===== src/burst_fifo.sv =====
`timescale 1ns/1ps

module burst_fifo #(
   parameter type T     = logic,
   parameter int  DEPTH = 4
) (
   input  logic clk,
   input  logic rst,
   input  logic in_valid,
   output logic in_ready,
   input  T     in_data,
   output logic out_valid,
   input  logic out_ready,
   output T     out_data
);

   localparam int PTR_W = (DEPTH > 1) ? $clog2(DEPTH) : 1;

   T               buffer [DEPTH];
   logic [PTR_W-1:0] wr_ptr;
   logic [PTR_W-1:0] rd_ptr;
   logic [PTR_W:0]   count;

   logic push;
   logic pop;

   assign in_ready  = (count != (PTR_W+1)'(DEPTH));
   assign out_valid = (count != '0);
   assign out_data  = buffer[rd_ptr];

   assign push = in_valid && in_ready;
   assign pop  = out_valid && out_ready;

   always_ff @(posedge clk or posedge rst) begin
      if (rst) begin
         wr_ptr <= '0;
         rd_ptr <= '0;
         count  <= '0;
      end else begin
         if (push) begin
            wr_ptr <= (wr_ptr == PTR_W'(DEPTH - 1)) ? '0 : wr_ptr + 1'b1;
         end
         if (pop) begin
            rd_ptr <= (rd_ptr == PTR_W'(DEPTH - 1)) ? '0 : rd_ptr + 1'b1;
         end
         // Simultaneous push and pop leaves the count alone
         if (push && !pop) begin
            count <= count + 1'b1;
         end else if (pop && !push) begin
            count <= count - 1'b1;
         end
      end
   end

   always_ff @(posedge clk) begin
      if (push) begin
         buffer[wr_ptr] <= in_data;
      end
   end

endmodule


===== config.mk =====
export PLATFORM = sky130hd
export DESIGN_NAME = burst_fifo
export DESIGN_NICKNAME = d
export VERILOG_FILES = /design/src/burst_fifo.sv
export SDC_FILE = /design/constraint.sdc
export NUM_CORES = 1
export LEC_CHECK = 0
export BUFFER_PORTS_ARGS = -buffer_cell sky130_fd_sc_hd__buf_2
export CELL_PAD_IN_SITES_DETAIL_PLACEMENT = 1
export CELL_PAD_IN_SITES_GLOBAL_PLACEMENT = 2
export CORE_MARGIN = 2
export CORE_UTILIZATION = 40
export CTS_BUF_LIST = sky130_fd_sc_hd__clkbuf_4 sky130_fd_sc_hd__clkbuf_8
export CTS_CLUSTER_DIAMETER = 40
export CTS_CLUSTER_SIZE = 10
export DETAILED_ROUTE_END_ITERATION = 7
export PLACE_DENSITY_LB_ADDON = 0.25
export SYNTH_ARGS = -nofsm -noshare
export SYNTH_HDL_FRONTEND = slang
export SYNTH_SLANG_ARGS = --single-unit

===== constraint.sdc =====
create_clock -name clk -period 2.3 [get_ports clk]
set_input_delay 0.115 -clock clk [delete_from_list [all_inputs] [get_ports clk]]
set_output_delay 0.115 -clock clk [all_outputs]
set_load 0.02 [all_outputs]

==> impl_results.md, run 1 <==
* Status: completed
* First-pass detailed-route iteration total at 2
* Filler instances at around 140
* Largest net degree at the start of global routing at 8
* Starting Density at 0.441
* Maximum vdd drop at 556 uV
* Global-route wire length before repair at 1.80 mm
* Final period utilization at 0.919
* Comb power frac at 0.435
* Crit path time final at 2.11 ns
* Post-synthesis cell count at 43
* Psw at 341 uW
* Die Area at approximately 0.0018 sq mm
* Worst Tran Pin Value at between 0.2 and 0.3 ns
* Final setup viols at 0
* Arr. time, crit path at roughly 2.3 ns
* DP HPWL at 824 um
* Fin. max-slew vios at 0
* Average size of a mapped cell at 13.9 sq um
* Critical Path Sink Type: flop
* Design Area, Final at ~700 sq um
* CTS max path bufs at 2
* FF+latch count, synth at 11
* Yosys cell types at 16
* Int Pwr at 582 uW
* Setup TNS at 0 ns
* Drt total wl at 996 um
* Worst setup path class: flop to flop
* Final Skew at about 0.0017 ns
* Net Sw Frac at 0.370
* Slowest stage delay, CP at ~0.43 ns
* Initial antenna violation count at 0
* DR WL/cell at around 14 um
* Die W at 42.6 um
* Final Hold Viols at 0
* Share of cells above drive strength 1 at 0.364
* Post-synthesis sequential area ratio at 0.496
* Multi-input logic area at roughly 290 sq um
* Routed vias/inst at 4.87
* DRC at 0
* N_diodes at 0
* Max frequency at 473 MHz
* Post-synth net total at 55
* Crit-path leading delay family: simple AND/OR/NAND/NOR gates
* Final GP Congestion at 0.699
* Crit-path most repeated cell: xor2_1
* Clock Pin Slew Worst Setup and Hold Paths at 0.07 ns
* Req. time, crit path at around 2.5 ns
* Power Density at 1340 mW/mm^2
* Row Count at 13
* Core Area at 0.00135 sq mm
* Unrepaired setup endpoints after global routing: no
* Synth Warn # at 0
* Buffers & Inverters on Critical Path at 1
* Post-Syn Area at 596 sq um
* Non-Filler Instances at 70
* Clk_lat worst skew at 0.27 ns
* CP startpoint kind: flop
* Chip height at 42.6 um
* Vias at 341
* Level count of the clock H-tree at 1
* Clock Power Share at 0.160
* Antenna Violating Nets Remaining at 0
* CTS Buf Count at 3
* Total congestion overflow at 0
* Area delta synth->final at 15.8%
* Worst hold margin at 0.0604 ns
* Top-area cell type share of the netlist area at 0.294
* Placed Cells at 65
* Root Driver: clkbuf_4
* I/O Buffers at 7
* Worst path slowest cell: dfrtp_1
* I/O pin cnt at 8
* Critical path cell sequence: or3_4 > nand2_4 > ha_1 > inv_1 > fa_1 > xor2_1 > nor2_1 > xor2_1
* Ranking of synthesized cells by area: dfrtp_1 (29%), edfxtp_1 (20%), ha_1 (13%)
* TritonCTS Sinks at 11
* GRT Total Usage at 0.142
* Yosys top cell by area: dfrtp_1
* Relative slew slack at 0.803
* Critical path peak fanout at 4
* Pwr Total at around 920 uW
* DRT iter0 DRCs at 2
* Gates resized, CTS repair at 0
* CTS tree: yes
* Vias in the first global route at a little over 400
* HP Class: input port to flop
* Max Cap Viol at 0
* Pleak at roughly 0.32 nW
* Final net count at 68
* Register area at 295 sq um
* Reg power frac at 0.405
* Post-DP Area at 649 sq um
[final timing paths]
path | startpoint | cells after the start | slack [ns] | end
worst max-delay path | count[2] | 8 | 0.19 | count[2]
worst min-delay path | in_data | 1 | 0.06 | buffer[2]
worst max register to register | count[2] | 8 | 0.19 | count[2]
worst min register to register | count[2] | 1 | 0.55 | count[2]
max in group asynchronous | rst | 3 | 1.77 | wr_ptr[0]
min in group asynchronous | rst | 3 | 0.31 | rd_ptr[0]
[cell type report]
class                   count  share of cell area
well taps                  15              0.0272
repair buffers              8              0.0653
clock buffers               4              0.0436
multi-input cells          28               0.414
flip-flops and latches     11               0.428
inverters                   4              0.0218
[kinds of logic after synthesis]
kind of cell / count (synthesis) / share of synthesized area
AOI/OAI and AO/OA: 1 / 0.0189
DFF: 11 / 0.496
xor gates and xnor gates: 3 / 0.0441
adders and majority gates: 7 / 0.160
muxes: 6 / 0.145
and+or+nand+nor: 11 / 0.111
buffers and inverters: 4 / 0.0252
[state kept, by name (all words and copies together) (netlist names)]
signal  cells
wr_ptr      2
count       3
buffer      4
rd_ptr      2
[timing repair]
item | 4_1_cts | 5_1_grt
endpoints found under the hold margin | 7 | 0
setup buffers | 0 | 0
hold buffers | 1 | 0
[power by group through the flow]
| stage | registers [mW] | logic, mW | clock network (mW) |
|---|---|---|---|
| 6_report | 0.374 | 0.402 | 0.148 |
| 3_5_place_dp | 0.379 | 0.408 | 0 |
| 2_1_floorplan | 0.356 | 0.321 | 0 |
| 3_3_place_gp | 0.366 | 0.374 | 0 |
| 4_1_cts | 0.375 | 0.413 | 0.153 |
| 5_1_grt | 0.389 | 0.454 | 0.166 |
[synthesized netlist by cell type (all sizes together)]
cell type	count
fa	1
a21boi	1
dfrtp	7
xor2	2
mux4	1
nor2	4
edfxtp	4
xnor2	1
or3	1
mux2	5
nand2	2
inv	4
ha	6
and2	4
[per-stage QoR]
step                utilization  setup WS (ns)
floorplan                     -          0.310
global placement          0.481          0.306
detailed placement        0.481          0.190
CTS                       0.511          0.166
global route              0.511         0.0645
finish                    0.511          0.185
[cells in the final DEF, fill, tap and decap left out, drive strengths merged]
cell,instances
clkbuf,4
dlygate4sd3,1
nand2,2
mux4,1
xnor2,1
inv,4
buf,7
nor2,4
or3,1
dfrtp,7
a21boi,1
edfxtp,4
xor2,2
and2,4
ha,6
mux2,5
fa,1
[layer usage]
layer | share of wire | track usage | vias to the layer above
met4 | 0.017 | 0.0750 | 0
li1 | - | - | 167
met3 | 0.050 | 0.0560 | 2
met1 | 0.38 | 0.149 | 165
met2 | 0.55 | 0.240 | 7
met5 | 0 | 0 | -
Note: power is estimated with default switching activity, not from simulation.
==> inputs of run 2 (changes only) <==
Settings changed: CORE_UTILIZATION 40 to 43.
Clock period 2.3 ns to 2.6 ns, I/O delays scaled along.
==> impl_results.md, run 2 (same netlist as run 1, synthesis figures left out) <==
* I/O pin cnt at 8 (unchanged)
* Comb power frac at 0.435 (about the same)
* Final GP Congestion at 0.559 (was 0.699)
* Reg power frac at 0.409 (was 0.405)
* Share of cells above drive strength 1 at 0.364 (unchanged)
* Total setup buffers inserted after CTS at 0 (unchanged)
* Root Driver: clkbuf_4 (unchanged)
* Starting Density at 0.458 (was 0.441)
* Met1 Track Usage GR at 0.166 (was 0.149)
* Level count of the clock H-tree at 1 (unchanged)
* Critical path peak fanout at 4 (unchanged)
* Worst Tran Pin Value at 0.306 ns (was 0.294 ns)
* CP startpoint kind: flop (unchanged)
* CTS Buf Count at 3 (unchanged)
* Clk_lat worst skew at 0.27 ns (about the same)
* Final setup viols at 0 (unchanged)
* Area delta synth->final at 15.8% (unchanged)
* Chip height at 41.2 um (was 42.6 um)
* Req. time, crit path at 2.79 ns (was 2.50 ns)
* N_diodes at 0 (unchanged)
* Final period utilization at 0.815 (was 0.919)
* Final net count at 68 (unchanged)
* Arr. time, crit path at 2.31 ns (was 2.32 ns)
* Setup TNS at 0 ns (unchanged)
* Status: completed (unchanged)
* First-pass detailed-route iteration total at 1 (was 2)
* Psw at 293 uW (was 341 uW)
* Routed vias/inst at 4.97 (was 4.87)
* Final Skew at 0.00340 ns (was 0.00171 ns)
* Critical Path Sink Type: flop (unchanged)
* Antenna Violating Nets Remaining at 0 (unchanged)
* DP HPWL at 782 um (was 824 um)
* Final Hold Viols at 0 (unchanged)
* Vias in the first global route at 398 (was 403)
* Fin. max-slew vios at 0 (unchanged)
* Net Sw Frac at 0.363 (was 0.370)
* Final WS setup at 0.481 ns (was 0.185 ns)
* Drt total wl at 934 um (was 996 um)
* Worst hold path stage count at 1 (unchanged)
* TritonCTS Sinks at 11 (unchanged)
* Core Area at 0.00130 sq mm (was 0.00135 sq mm)
* Max Cap Viol at 0 (unchanged)
* Crit path time final at 2.12 ns (was 2.11 ns)
* Clock Power Share at 0.156 (was 0.160)
* GR peak layer: met2 (unchanged)
* Total congestion overflow at 0 (unchanged)
* CTS tree: yes (unchanged)
* DRC at 0 (unchanged)
* Int Pwr at 514 uW (was 582 uW)
* CTS max path bufs at 2 (unchanged)
* Relative slew slack at 0.795 (was 0.803)
* GRT Total Usage at 0.163 (was 0.142)
* R2r worst-path depth at 8 (unchanged)
* Vias at 348 (was 341)
* HP Class: input port to flop (unchanged)
* Largest registers: buffer: 4 flops, count: 3 flops (unchanged)
* Largest Register: buffer (unchanged)
* GR Util met2 at 0.266 (was 0.240)
* Worst hold margin at 0.0745 ns (was 0.0604 ns)
* Initial antenna violation count at 0 (unchanged)
* Global-route wire length before repair at 1.66 mm (was 1.80 mm)
* Unrepaired setup endpoints after global routing: no (unchanged)
* Max frequency at 472 MHz (was 473 MHz)
* I/O Buffers at 7 (unchanged)
* Most frequent cells in the layout: dfrtp_1 (7), buf_2 (7), ha_1 (6) (unchanged)
* Max reg flops at 4 (unchanged)
* Largest net degree at the start of global routing at 8 (unchanged)
* Maximum vdd drop at 475 uV (was 556 uV)
* Pre-CTS setup slack at 0.498 ns (was 0.190 ns)
* Die W at 41.2 um (was 42.6 um)
* DRT iter0 DRCs at 0 (was 2)
* Row Count at 13 (unchanged)
* Final core utilization at 0.530 (was 0.511)
* Pleak at 0.318 nW (unchanged)
* Power Density at 1170 mW/mm^2 (was 1340 mW/mm^2)
* Die Area at 0.00170 sq mm (was 0.00181 sq mm)
* Worst setup path class: flop to flop (unchanged)
* GR Util met3 at 0.0815 (was 0.0560)
* DR WL/cell at 13.3 um (was 14.2 um)
* Clock Pin Slew Worst Setup and Hold Paths at 0.07 ns (about the same)
## run 2: cell counts in the layout (fill, tap and decap cells not counted)
Identical to the previous run, type by type.
## run 2: final cells by class
type | instances | area, sq um
inverters | 4 | 15.0
well taps | 15 | 18.8
flip-flops and latches | 11 | 295
fillers | 143 | 612
repair buffers | 8 | 45.0
clock buffers | 4 | 30.0
multi-input cells | 28 | 285
## run 2: worst paths after layout
| kind | startpoint | to | slack (ns) |
|---|---|---|---|
| worst max-delay path | count[2] | count[2] | 0.48 |
| worst min-delay path | in_data | buffer[1] | 0.07 |
| worst max register to register | count[2] | count[2] | 0.48 |
| worst min register to register | count[2] | count[2] | 0.55 |
| max in group asynchronous | rst | count[2] | 2.05 |
| min in group asynchronous | rst | rd_ptr[1] | 0.33 |
## run 2: worst max-delay path, cell delays in order (launching register included)
cell     delay (ns)
dfrtp_1        0.43
or3_4          0.42
nand2_4        0.10
ha_1           0.19
inv_1          0.07
fa_1           0.38
xor2_1         0.16
nor2_1         0.14
xor2_1         0.15
## run 2: per-layer routing
metal | routed length [um] | vias up
li1 | - | 168
met2 | 481 | 8
met5 | 0 | -
met4 | 25 | 0
met3 | 48 | 5
met1 | 378 | 167
## run 2: repair_timing
action,CTS,global route
setup endpoints to repair,0,0
hold buffers,1,0
resized for setup,0,0
endpoints found under the hold margin,7,0
## run 2: power groups by stage
stage	registers, mW	logic (mW)	clock network [mW]
finish	0.330	0.351	0.126
global route	0.341	0.411	0.145
CTS	0.333	0.361	0.132
detailed placement	0.336	0.359	0
global placement	0.324	0.325	0
floorplan	0.315	0.284	0
## run 2: metrics by stage
step | power [mW] | cells | cell area [sq um]
after floorplan | 0.599 | 43 | 596
after global placement | 0.649 | 65 | 649
after detailed placement | 0.695 | 65 | 649
after CTS | 0.825 | 70 | 689
after global routing | 0.897 | 70 | 689
final | 0.807 | 70 | 689
