**src/databus_pkg.sv**
```systemverilog
package databus_pkg;

   // Databus geometry
   localparam int ADDR_W = 10;
   localparam int DATA_W = 32;
   localparam int STRB_W = DATA_W / 8;
   localparam int OFFSET = 2;
   localparam int LEN_W  = 8;

   localparam int MEM_WORDS   = 2 ** (ADDR_W - OFFSET);
   localparam int BURST_WORDS = 16;
   localparam int CMD_DEPTH   = 4;

   // Command length is word count minus one
   localparam int WLEN_W = 4;

   typedef logic [ADDR_W-1:0] addr_t;
   typedef logic [DATA_W-1:0] data_t;
   typedef logic [LEN_W-1:0]  len_t;

   typedef enum logic {
      OP_COPY,
      OP_DUMP
   } cmd_op_t;

   typedef struct packed {
      cmd_op_t           op;
      addr_t             src;
      addr_t             dst;
      logic [WLEN_W-1:0] wlen;
   } cmd_t;

endpackage

```
**src/burst_master.sv**
```systemverilog
`timescale 1ns/1ps

module burst_master (
   input  logic                           clk,
   input  logic                           rst,

   // Command queue
   input  logic                           cq_valid,
   output logic                           cq_ready,
   input  databus_pkg::cmd_t              cq_data,

   // Databus
   output logic                           bus_valid,
   input  logic                           bus_ready,
   output databus_pkg::addr_t             bus_addr,
   input  databus_pkg::data_t             bus_rdata,
   output databus_pkg::data_t             bus_wdata,
   output logic [databus_pkg::STRB_W-1:0] bus_wstrb,
   output databus_pkg::len_t              bus_len,
   input  logic                           bus_last,

   // Data FIFO
   output logic                           df_in_valid,
   input  logic                           df_in_ready,
   output databus_pkg::data_t             df_in_data,
   input  logic                           df_out_valid,
   output logic                           df_out_ready,
   input  databus_pkg::data_t             df_out_data,

   // Output stream
   output logic                           out_valid,
   input  logic                           out_ready,
   output databus_pkg::data_t             out_data,
   output logic                           out_last,

   output logic                           done
);
   import databus_pkg::*;

   typedef enum logic [2:0] {
      M_IDLE,
      M_RD_HDR,
      M_RD_BEAT,
      M_WR_HDR,
      M_WR_BEAT,
      M_FINISH
   } master_state_t;

   master_state_t state;

   // Current command
   cmd_op_t op;
   addr_t   src;
   addr_t   dst;
   len_t    blen;

   logic beat;

   assign beat = bus_valid && bus_ready;

   // *******************************************************************
   // Sequencing
   // *******************************************************************
   always_ff @(posedge clk or posedge rst) begin
      if (rst) begin
         state <= M_IDLE;
      end else begin
         case (state)
            M_IDLE: begin
               if (cq_valid) begin
                  state <= M_RD_HDR;
               end
            end
            M_RD_HDR: begin
               if (bus_ready) begin
                  state <= M_RD_BEAT;
               end
            end
            M_RD_BEAT: begin
               if (beat && bus_last) begin
                  state <= (op == OP_COPY) ? M_WR_HDR : M_FINISH;
               end
            end
            M_WR_HDR: begin
               if (bus_ready) begin
                  state <= M_WR_BEAT;
               end
            end
            M_WR_BEAT: begin
               if (beat && bus_last) begin
                  state <= M_FINISH;
               end
            end
            M_FINISH: state <= M_IDLE;
            default:  state <= M_IDLE;
         endcase
      end
   end

   // Byte length minus one is (wlen + 1) * 4 - 1, i.e. wlen with the offset bits set
   always_ff @(posedge clk) begin
      if (cq_valid && cq_ready) begin
         op   <= cq_data.op;
         src  <= cq_data.src;
         dst  <= cq_data.dst;
         blen <= len_t'({cq_data.wlen, {OFFSET{1'b1}}});
      end
   end

   // *******************************************************************
   // Bus and stream steering
   // *******************************************************************
   always_comb begin
      cq_ready     = (state == M_IDLE);
      bus_valid    = 1'b0;
      bus_addr     = src;
      bus_wdata    = df_out_data;
      bus_wstrb    = '0;
      bus_len      = blen;
      df_in_valid  = 1'b0;
      df_in_data   = bus_rdata;
      df_out_ready = 1'b0;
      out_valid    = 1'b0;
      out_data     = bus_rdata;
      out_last     = 1'b0;
      done         = 1'b0;

      case (state)
         M_RD_HDR: begin
            bus_valid = 1'b1;
         end
         M_RD_BEAT: begin
            if (op == OP_COPY) begin
               bus_valid   = df_in_ready;
               df_in_valid = bus_ready;
            end else begin
               // Stall the memory while the stream is blocked
               bus_valid = out_ready;
               out_valid = bus_ready;
               out_last  = bus_last;
            end
         end
         M_WR_HDR: begin
            bus_valid = 1'b1;
            bus_addr  = dst;
            bus_wstrb = '1;
         end
         M_WR_BEAT: begin
            bus_valid    = df_out_valid;
            df_out_ready = bus_ready;
         end
         M_FINISH: begin
            done = 1'b1;
         end
         default: begin
         end
      endcase
   end

endmodule

```
**config.mk**
```make
export PLATFORM = sky130hd
export DESIGN_NAME = burst_master
export DESIGN_NICKNAME = d
export VERILOG_FILES = /design/src/databus_pkg.sv /design/src/burst_master.sv
export SDC_FILE = /design/constraint.sdc
export NUM_CORES = 1
export LEC_CHECK = 0
export ABC_AREA = 1
export BUFFER_PORTS_ARGS = -buffer_cell sky130_fd_sc_hd__buf_2
export CAP_MARGIN = 25
export CORE_MARGIN = 5
export CORE_UTILIZATION = 35
export CTS_CLUSTER_DIAMETER = 120
export DETAILED_ROUTE_END_ITERATION = 8
export PLACE_DENSITY_LB_ADDON = 0.05
export SYNTH_ARGS = -nofsm -noshare
export SYNTH_HDL_FRONTEND = slang
export SYNTH_SLANG_ARGS = --single-unit
```
**constraint.sdc**
```tcl
create_clock -name clk -period 3.5 [get_ports clk]
set_clock_uncertainty 0.05 [all_clocks]
set_input_delay 0.7 -clock clk [delete_from_list [all_inputs] [get_ports clk]]
set_output_delay 0.7 -clock clk [all_outputs]
set_load 0.03 [all_outputs]
```
==> impl_metrics.py, run 1 <==
metrics = {
    "run_status": {
        "status": "complete, no violations",
    },
    "clocking": {
        "insertion_delay_ns": 0.27,
        "clockRootBuffer": "clkbuf_8",
        "hold_buffers": 0,
        "postCtsSetupBuffers": 0,
        "ctsResizeCount": 0,
        "cts.reportedPaths.clkPinSlew_ns": 0.10,
        "cts_buffers": 3,
        "cts_tree": "done",
        "cts_sinks": 28,
        "cts.path.max_buffers": 2,
        "cts_max_level": 1,
    },
    "setup_path": {
        "critical_path_class": "reg2out",
        "regToRegSetupSlack_ns": 1.90,
        "slowest_delay_ns": 0.50,
        "cpMostUsedCell": "nand2_1",
        "rr_worst_depth": 4,
        "end_kind": "output pin",
        "reg2reg_to": "src[2]",
        "cp-start-kind": "flop",
        "critical_path_arrival_ns": 2.08,
        "crit_chain": "inv_2 > nand3_1 > inv_1 > nand2_1 > nand2_1 > buf_2",
        "worstPathRequired_ns": 2.75,
        "critical-path-slowest-cell": "dfrtp_1",
        "worstPathMaxFanout": 14,
        "r2r_start": "state[0]",
    },
    "global_route": {
        "grt_pass1_wl_mm": 6.11,
        "grt_max_degree": 26,
        "antenna_found_initial": 0,
        "grt_pass1_vias": 1116,
        "grt_usage_pct": 10.8,
        "grt_overflow": 0,
    },
    "route": {
        "wl_mm": 4.14,
        "viasPerCell": 4.40,
        "drtIter0Drc": 49,
        "dr_total_vias": 1086,
        "wl_per_cell_um": 16.7,
        "top_layer": "met4",
        "drt_first_pass_iters": 4,
        "drt-met1-wl_mm": 1.20,
        "wl_met3_um": 680,
        "route.met2.wl_mm": 2.16,
        "remaining_drc_errors": 0,
        "ant_nets": 0,
    },
    "placement": {
        "dpl.hpwl_mm": 3.35,
        "place_ws_ns": 0.921,
        "place_congestion": 0.761,
        "io_buffers": 57,
        "dp_cells": 243,
    },
    "sta": {
        "final_max_slew_viol_count": 0,
        "finalSetupViolCount": 0,
        "setup_slack_ns": 0.672,
        "max_freq_mhz": 354,
        "timing.setup.tns_ns": 0,
        "hold_viol": 0,
        "grt_setup_unrepaired": "no",
        "period_minus_slack_ns": 2.83,
        "period_share_pct": 80.8,
        "whs_ns": 0.230,
    },
    "synth": {
        "ys_ff_latch": 28,
        "avgSynthCellArea_um2": 9.25,
        "ys_top_cells_by_area": "buf_4 39%, edfxtp_1 37%, nand2_1 8.0%",
        "seq_area_frac_synth_pct": 41.1,
        "synth_top_area_share_pct": 38.9,
        "yosys_warnings": 0,
        "yosys.area.top_type": "buf_4",
        "yosysUniqueCellTypes": 20,
        "syn_inst": 217,
        "netlist_area_um2": 2010,
    },
    "cells_and_area": {
        "drive_gt1_share_pct": 42.9,
        "final_nets": 273,
        "final_cell_mix": "57 x buf_2, 43 x nand2_1, 25 x edfxtp_1",
        "final_common_cell": "buf_2",
        "final_cells": 247,
        "n_antenna_cell": 0,
        "area_delta_synth_final_pct": -18.2,
        "fillers": 615,
    },
    "pwr": {
        "power.leakage_nw": 0.805,
        "p_per_area_nw_per_um2": 765,
        "power_w": 0.00126,
        "vdd_drop_max_mv": 0.203,
    },
    "floorplanning": {
        "fp.dieH_um": 85.7,
        "fp-row-count": 27,
        "io_pins": 222,
        "core_um2": 5540,
        "dieArea_um2": 7350,
        "initial_utilization_pct": 36.2,
        "die_x_um": 85.7,
    },
    "min_path": {
        "hp-class": "in2async",
    },
    "flow_run": {
        "drv.max_cap_violation_count": 0,
    },
}
==> report_power, final <==
part           switching, W  internal, W
Clock             0.0000983    0.0000787
Combinational      0.000419     0.000161
Sequential        0.0000445     0.000455
==> through the flow <==
| step | utilization, % | area [um^2] |
|---|---|---|
| CTS | 29.6 | 1640 |
| floorplan | - | 2010 |
| finish | 29.6 | 1640 |
| detailed placement | 28.8 | 1600 |
| global placement | 28.8 | 1600 |
| global route | 29.6 | 1640 |
==> how the worst max path moves through the flow <==
stage | startpoint | end | slack [ns] | cells after the start
6_report | state[2] | bus_addr[9] | 0.67 | 6
5_1_grt | state[2] | bus_addr[9] | 0.37 | 6
4_1_cts | state[2] | bus_addr[9] | 0.60 | 6
3_5_place_dp | state[2] | bus_addr[9] | 0.92 | 6
3_3_place_gp | state[2] | bus_addr[9] | 0.97 | 6
2_1_floorplan | cq_valid | bus_len[2] | 0.48 | 2
==> metal layers <==
metal  track usage, %  up-vias
li1                 -      484
met1             9.30      470
met2             19.1      110
met3             7.49       22
met4             4.46        0
met5                0        -
==> area by class of cell <==
class,instances,area (um^2),share of cell area [%]
Sequential cell,28,826,50.3
Timing Repair Buffer,58,293,17.8
Multi-Input combinational cell,75,350,21.3
Clock inverter,1,3.75,0.229
Inverter,10,37.5,2.29
Clock buffer,3,41.3,2.52
Tap cell,72,90.1,5.49
==> kinds of logic (layout without fill, tap and decap cells) <==
| logic type | Yosys count | after routing | share of synthesized area [%] |
|---|---|---|---|
| other | 2 | 4 | 0.374 |
| AO/OA/AOI/OAI | 3 | 3 | 0.872 |
| buffers and inverters | 116 | 72 | 42.0 |
| AND/OR/NAND/NOR | 68 | 68 | 15.6 |
| flip-flops | 28 | 28 | 41.1 |
==> synth_stat cells <==
| library cell | count |
|---|---|
| a21oi_1 | 1 |
| buf_12 | 1 |
| buf_2 | 1 |
| buf_4 | 104 |
| conb_1 | 2 |
| dfrtp_1 | 3 |
| edfxtp_1 | 25 |
| inv_1 | 7 |
| inv_2 | 3 |
| nand2_1 | 43 |
| nand2_2 | 3 |
| nand2_4 | 3 |
| nand3_1 | 8 |
| nand3_2 | 1 |
| nor2_1 | 5 |
| nor2_2 | 3 |
| nor3_1 | 1 |
| o211ai_1 | 1 |
| o21ai_0 | 1 |
| or2_1 | 1 |
==> registers in the layout (all words and copies together), names as in the netlist <==
signal,flops
dst,10
src,10
bus_len,4
state,3
op,1
==> worst max-delay path, delay by kind of cell (launching register included) <==
kind | cells | cell delay, ns
buf+inv | 3 | 0.80
simple gates | 3 | 0.51
flops | 1 | 0.50
Note: power is estimated with default switching activity, not from simulation.
==> run 2, diff against run 1 <==
Settings changed: CORE_UTILIZATION 35 to 31.
Clock period 3.5 ns to 2.5 ns, I/O delays scaled along.
==> run 2 against run 1 <==
Net effect: sequential share of layout area shrank 1.7 points; wire length grew 6.9%; final cell count grew 2.8%; power grew 52%; register-to-register slack lost 0.93 ns; critical path depth is the same; core utilization shrank 2.7 points; hold slack lost 0.20 ns; global-route usage shrank 0.24 points; largest cell class unchanged; largest power group unchanged.
==> impl_metrics.py, run 2 (synthesis results as in run 1) <==
metrics = {
    "pwr": {
        "seqPwrFrac_pct": 36.6,
        "vdd_drop_max_mv": 0.469,
        "p_per_area_nw_per_um2": 1120,
        "pwr-share-comb_pct": 44.4,
        "power.leakage_nw": 0.816,
        "switching_share_pct": 42.8,
        "p_clk_share_pct": 19.0,
        "p_sw_w": 0.000817,
        "power_w": 0.00191,
        "p_int_w": 0.00109,
    },
    "route": {
        "drt_first_pass_iters": 4,
        "wl_mm": 4.42,
        "viasPerCell": 4.23,
        "wl_per_cell_um": 17.4,
        "ant_nets": 0,
        "remaining_drc_errors": 0,
        "drtIter0Drc": 87,
        "dr_total_vias": 1075,
    },
    "clocking": {
        "clockRootBuffer": "clkbuf_8",
        "cts_tree": "done",
        "cts.path.max_buffers": 2,
        "ctsResizeCount": 0,
        "cts_sinks": 28,
        "hold_buffers": 0,
        "cts.reportedPaths.clkPinSlew_ns": 0.10,
        "insertion_delay_ns": 0.28,
        "cts_buffers": 3,
        "postCtsSetupBuffers": 0,
        "cts_max_level": 1,
    },
    "run_status": {
        "status": "complete, no violations",
    },
    "setup_path": {
        "r2r_start": "state[0]",
        "cp-startpoint": "state[2]",
        "rr_worst_depth": 4,
        "cp-start-kind": "flop",
        "crit_path_end": "bus_addr[3]",
        "worstPathMaxFanout": 14,
        "critical_path_class": "reg2out",
        "reg2reg_to": "src[7]",
        "critical_path_arrival_ns": 1.65,
        "regToRegSetupSlack_ns": 0.97,
        "end_kind": "output pin",
        "worstPathRequired_ns": 1.95,
    },
    "global_route": {
        "grt_pass1_vias": 1218,
        "grt_util_met3_pct": 5.17,
        "top_usage_layer": "met2",
        "grt_pass1_wl_mm": 6.83,
        "use_met1_pct": 9.30,
        "grt_usage_pct": 10.5,
        "grtUsageMet2_pct": 20.1,
        "antenna_found_initial": 0,
        "grt_max_degree": 17,
        "grt_overflow": 0,
    },
    "cells_and_area": {
        "fillers": 684,
        "area_delta_synth_final_pct": -15.3,
        "n_antenna_cell": 0,
        "final_cell_mix": "57 x buf_2, 43 x nand2_1, 25 x edfxtp_1",
        "regArea_um2": 827,
        "drive_gt1_share_pct": 45.2,
        "final_nets": 275,
        "multi_input_area_um2": 357,
        "final_common_cell": "buf_2",
    },
    "floorplanning": {
        "dieArea_um2": 8180,
        "io_pins": 222,
        "fp.dieH_um": 90.5,
        "core_um2": 6310,
        "initial_utilization_pct": 31.8,
        "die_x_um": 90.5,
        "fp-row-count": 29,
    },
    "sta": {
        "period_minus_slack_ns": 2.20,
        "max_freq_mhz": 456,
        "grt_setup_unrepaired": "no",
        "whs_ns": 0.0271,
        "finalSetupViolCount": 0,
        "timing.setup.tns_ns": 0,
        "final_max_slew_viol_count": 0,
        "period_share_pct": 87.8,
        "hold_viol": 0,
    },
    "placement": {
        "io_buffers": 57,
        "dpl.hpwl_mm": 3.66,
        "place_congestion": 0.713,
    },
    "flow_run": {
        "drv.max_cap_violation_count": 0,
    },
    "min_path": {
        "hp-class": "in2async",
    },
}
-- run 2: worst max-delay path: stages (launching register included) --
cell	delay, ns
dfrtp_2	0.49
inv_2	0.09
nand3_1	0.14
clkinvlp_4	0.28
nand2_1	0.14
nand2_1	0.06
buf_2	0.18
-- run 2: area by class of cell --
cell class / count / area share [%]
flip-flops and latches: 28 / 48.6
well taps: 77 / 5.67
multi-input cells: 75 / 21.0
clock inverters: 1 / 1.77
clock buffers: 3 / 2.43
repair buffers: 60 / 18.1
inverters: 10 / 2.43
-- run 2: metrics by stage --
stage          util (%)  cells  worst slack (ns)  instance area [um^2]
6_report           26.9    254             0.305                  1700
5_1_grt            26.9    254             0.134                  1700
4_1_cts            26.9    254            0.0921                  1700
3_5_place_dp       25.7    250             0.413                  1620
3_3_place_gp       25.7    250             0.424                  1620
2_1_floorplan         -    219             0.384                  2020
-- run 2: worst min path at each step --
stage	start	cells past startpoint	to	slack, ns
6_report	rst	2	state[0]	0.03
4_1_cts	rst	2	state[0]	0.02
3_5_place_dp	rst	2	state[2]	0.34
5_1_grt	rst	2	state[0]	0.03
2_1_floorplan	rst	1	state[0]	0.20
3_3_place_gp	rst	2	state[2]	0.33
-- run 2: metal layers --
| layer | up-vias | wire, um |
|---|---|---|
| li1 | 490 | - |
| met1 | 462 | 1340 |
| met2 | 107 | 2380 |
| met3 | 16 | 590 |
| met4 | 0 | 110 |
| met5 | - | 0 |
-- run 2: power by group through the flow --
stage | clock network (W) | logic, W | registers [W]
floorplan | 0 | 0.000919 | 0.000714
global placement | 0 | 0.000869 | 0.000707
detailed placement | 0 | 0.000866 | 0.000707
CTS | 0.000381 | 0.000867 | 0.000699
global route | 0.000398 | 0.000934 | 0.000711
finish | 0.000363 | 0.000849 | 0.000698
==> run 3, diff against run 2 <==
Clock period 2.5 ns to 1.8 ns, I/O delays scaled along.
==> run 3 against run 2 <==
Net effect: core utilization up 3.8 points; worst setup slack worse by 0.29 ns; die area unchanged; power up 50%; global-route usage down 2.1 points; sequential share of layout area down 6.0 points; via count up 1.3%; flip-flop and latch count unchanged; largest cell class unchanged.
==> impl_metrics.py, run 3 (synthesis results as in run 1) <==
metrics = {
    "clocking": {
        "cts_sinks": 28,
        "cts.path.max_buffers": 2,
        "cts_max_level": 1,
        "insertion_delay_ns": 0.27,
        "clockRootBuffer": "clkbuf_8",
        "cts_tree": "done",
        "cts_buffers": 3,
        "cts.reportedPaths.clkPinSlew_ns": 0.09,
    },
    "setup_path": {
        "cp-start-kind": "flop",
        "worstPathRequired_ns": 1.39,
        "reg2reg_to": "src[2]",
        "critical_path_class": "reg2out",
        "r2r_start": "state[0]",
        "rr_worst_depth": 4,
        "regToRegSetupSlack_ns": 0.34,
        "end_kind": "output pin",
        "worstPathMaxFanout": 6,
        "critical_path_arrival_ns": 1.38,
    },
    "sta": {
        "timing.setup.tns_ns": 0,
        "max_freq_mhz": 559,
        "setup_slack_ns": 0.0106,
        "hold_viol": 0,
        "final_max_slew_viol_count": 0,
        "grt_setup_unrepaired": "yes",
        "period_share_pct": 99.4,
        "finalSetupViolCount": 0,
        "period_minus_slack_ns": 1.79,
    },
    "cells_and_area": {
        "n_antenna_cell": 0,
        "final_cells": 260,
        "stdcell_area_um2": 1940,
        "final_common_cell": "buf_2",
        "area_delta_synth_final_pct": -3.18,
        "final_nets": 281,
        "drive_gt1_share_pct": 57.4,
        "final_cell_mix": "40 x buf_2, 28 x nand2_1, 25 x edfxtp_1",
        "fillers": 673,
    },
    "route": {
        "viasPerCell": 4.19,
        "wl_per_cell_um": 14.2,
        "remaining_drc_errors": 0,
        "drt_first_pass_iters": 4,
        "dr_total_vias": 1089,
        "ant_nets": 0,
        "wl_mm": 3.68,
        "drtIter0Drc": 23,
    },
    "placement": {
        "placed_cell_area_um2": 1640,
        "dp_cells": 250,
        "dpl.hpwl_mm": 2.80,
        "place_ws_ns": 0.0600,
        "place_congestion": 0.735,
        "io_buffers": 57,
    },
    "flow_run": {
        "drv.max_cap_violation_count": 0,
    },
    "min_path": {
        "hold_depth": 1,
        "hold_start": "cq_data[11]",
        "hp-class": "in2reg",
        "worstHoldEndpoint": "dst[7]",
    },
    "floorplanning": {
        "core_um2": 6310,
        "io_pins": 222,
        "initial_utilization_pct": 31.8,
        "dieArea_um2": 8180,
        "fp-row-count": 29,
        "fp.dieH_um": 90.5,
        "die_x_um": 90.5,
    },
    "global_route": {
        "grt_pass1_wl_mm": 5.75,
        "grt_pass1_vias": 1180,
        "grt_overflow": 0,
        "grt_max_degree": 26,
        "grt_usage_pct": 8.45,
        "antenna_found_initial": 0,
    },
    "run_status": {
        "status": "complete, no violations",
    },
    "pwr": {
        "vdd_drop_max_mv": 0.576,
        "p_per_area_nw_per_um2": 1470,
        "power.leakage_nw": 0.881,
    },
}
run 3: cell count changes in the layout (fill, tap and decap cells not counted), sizes merged:
cell,change
bufinv,-1
buf,+5
clkinv,+1
dlygate4sd3,+1
run 3: through the flow:
step	hold slack (ns)	power (W)	utilization (%)
after CTS	0.195	0.00270	28.3
after global routing	0.182	0.00306	30.8
after floorplan	0.0636	0.00228	-
after global placement	0.194	0.00221	25.9
after detailed placement	0.188	0.00220	25.9
final	0.205	0.00287	30.8
run 3: repair_timing:
| item | in CTS | in global routing |
|---|---|---|
| endpoints found under the setup margin | 20 | 18 |
| gates resized for setup | 25 | 45 |
| setup buffers | 3 | 2 |
| hold buffers | 1 | 0 |
| hold endpoints to repair | 3 | 0 |
| pin swaps | 0 | 5 |
run 3: report_power, final:
group          switching (W)  total (W)  internal [W]  leakage [nW]
Clock               0.000185   0.000338      0.000153        0.0231
Sequential         0.0000922   0.000980      0.000888         0.268
Combinational       0.000957    0.00155      0.000591         0.590
Total                0.00123    0.00287       0.00163         0.881
run 3: worst max path at each step:
stage	start	endpoint	slack [ns]	cells after the start
2_1_floorplan	state[0]	bus_len[2]	0.05	3
3_3_place_gp	state[2]	bus_addr[3]	0.1	6
3_5_place_dp	state[0]	bus_addr[3]	0.06	5
4_1_cts	state[0]	df_out_ready	-0.02	4
5_1_grt	state[2]	bus_addr[0]	-0.07	7
6_report	state[0]	out_valid	0.01	6
run 3: final cells by class:
cell class	count	area (um^2)	share of cell area, %
well taps	77	96.3	4.96
inverters	10	41.3	2.12
clock buffers	3	41.3	2.12
flip-flops and latches	28	828	42.6
clock inverters	1	3.75	0.193
multi-input cells	75	454	23.4
repair buffers	66	478	24.6
run 3: critical path, stage by stage (launching register included):
cell and delay, ns:
dfrtp_2 0.48, inv_2 0.09, nand2_2 0.06, nor2_4 0.17, nand2_4 0.09, nor2_4 0.09, buf_6 0.13
run 3: metal layers:
layer / wire, um / up-vias / GRT usage [%]
met5: 0 / - / 0
met4: 16 / 0 / 2.36
met3: 629 / 6 / 6.92
met2: 1690 / 110 / 13.3
met1: 1340 / 470 / 8.51
li1: - / 503 / -
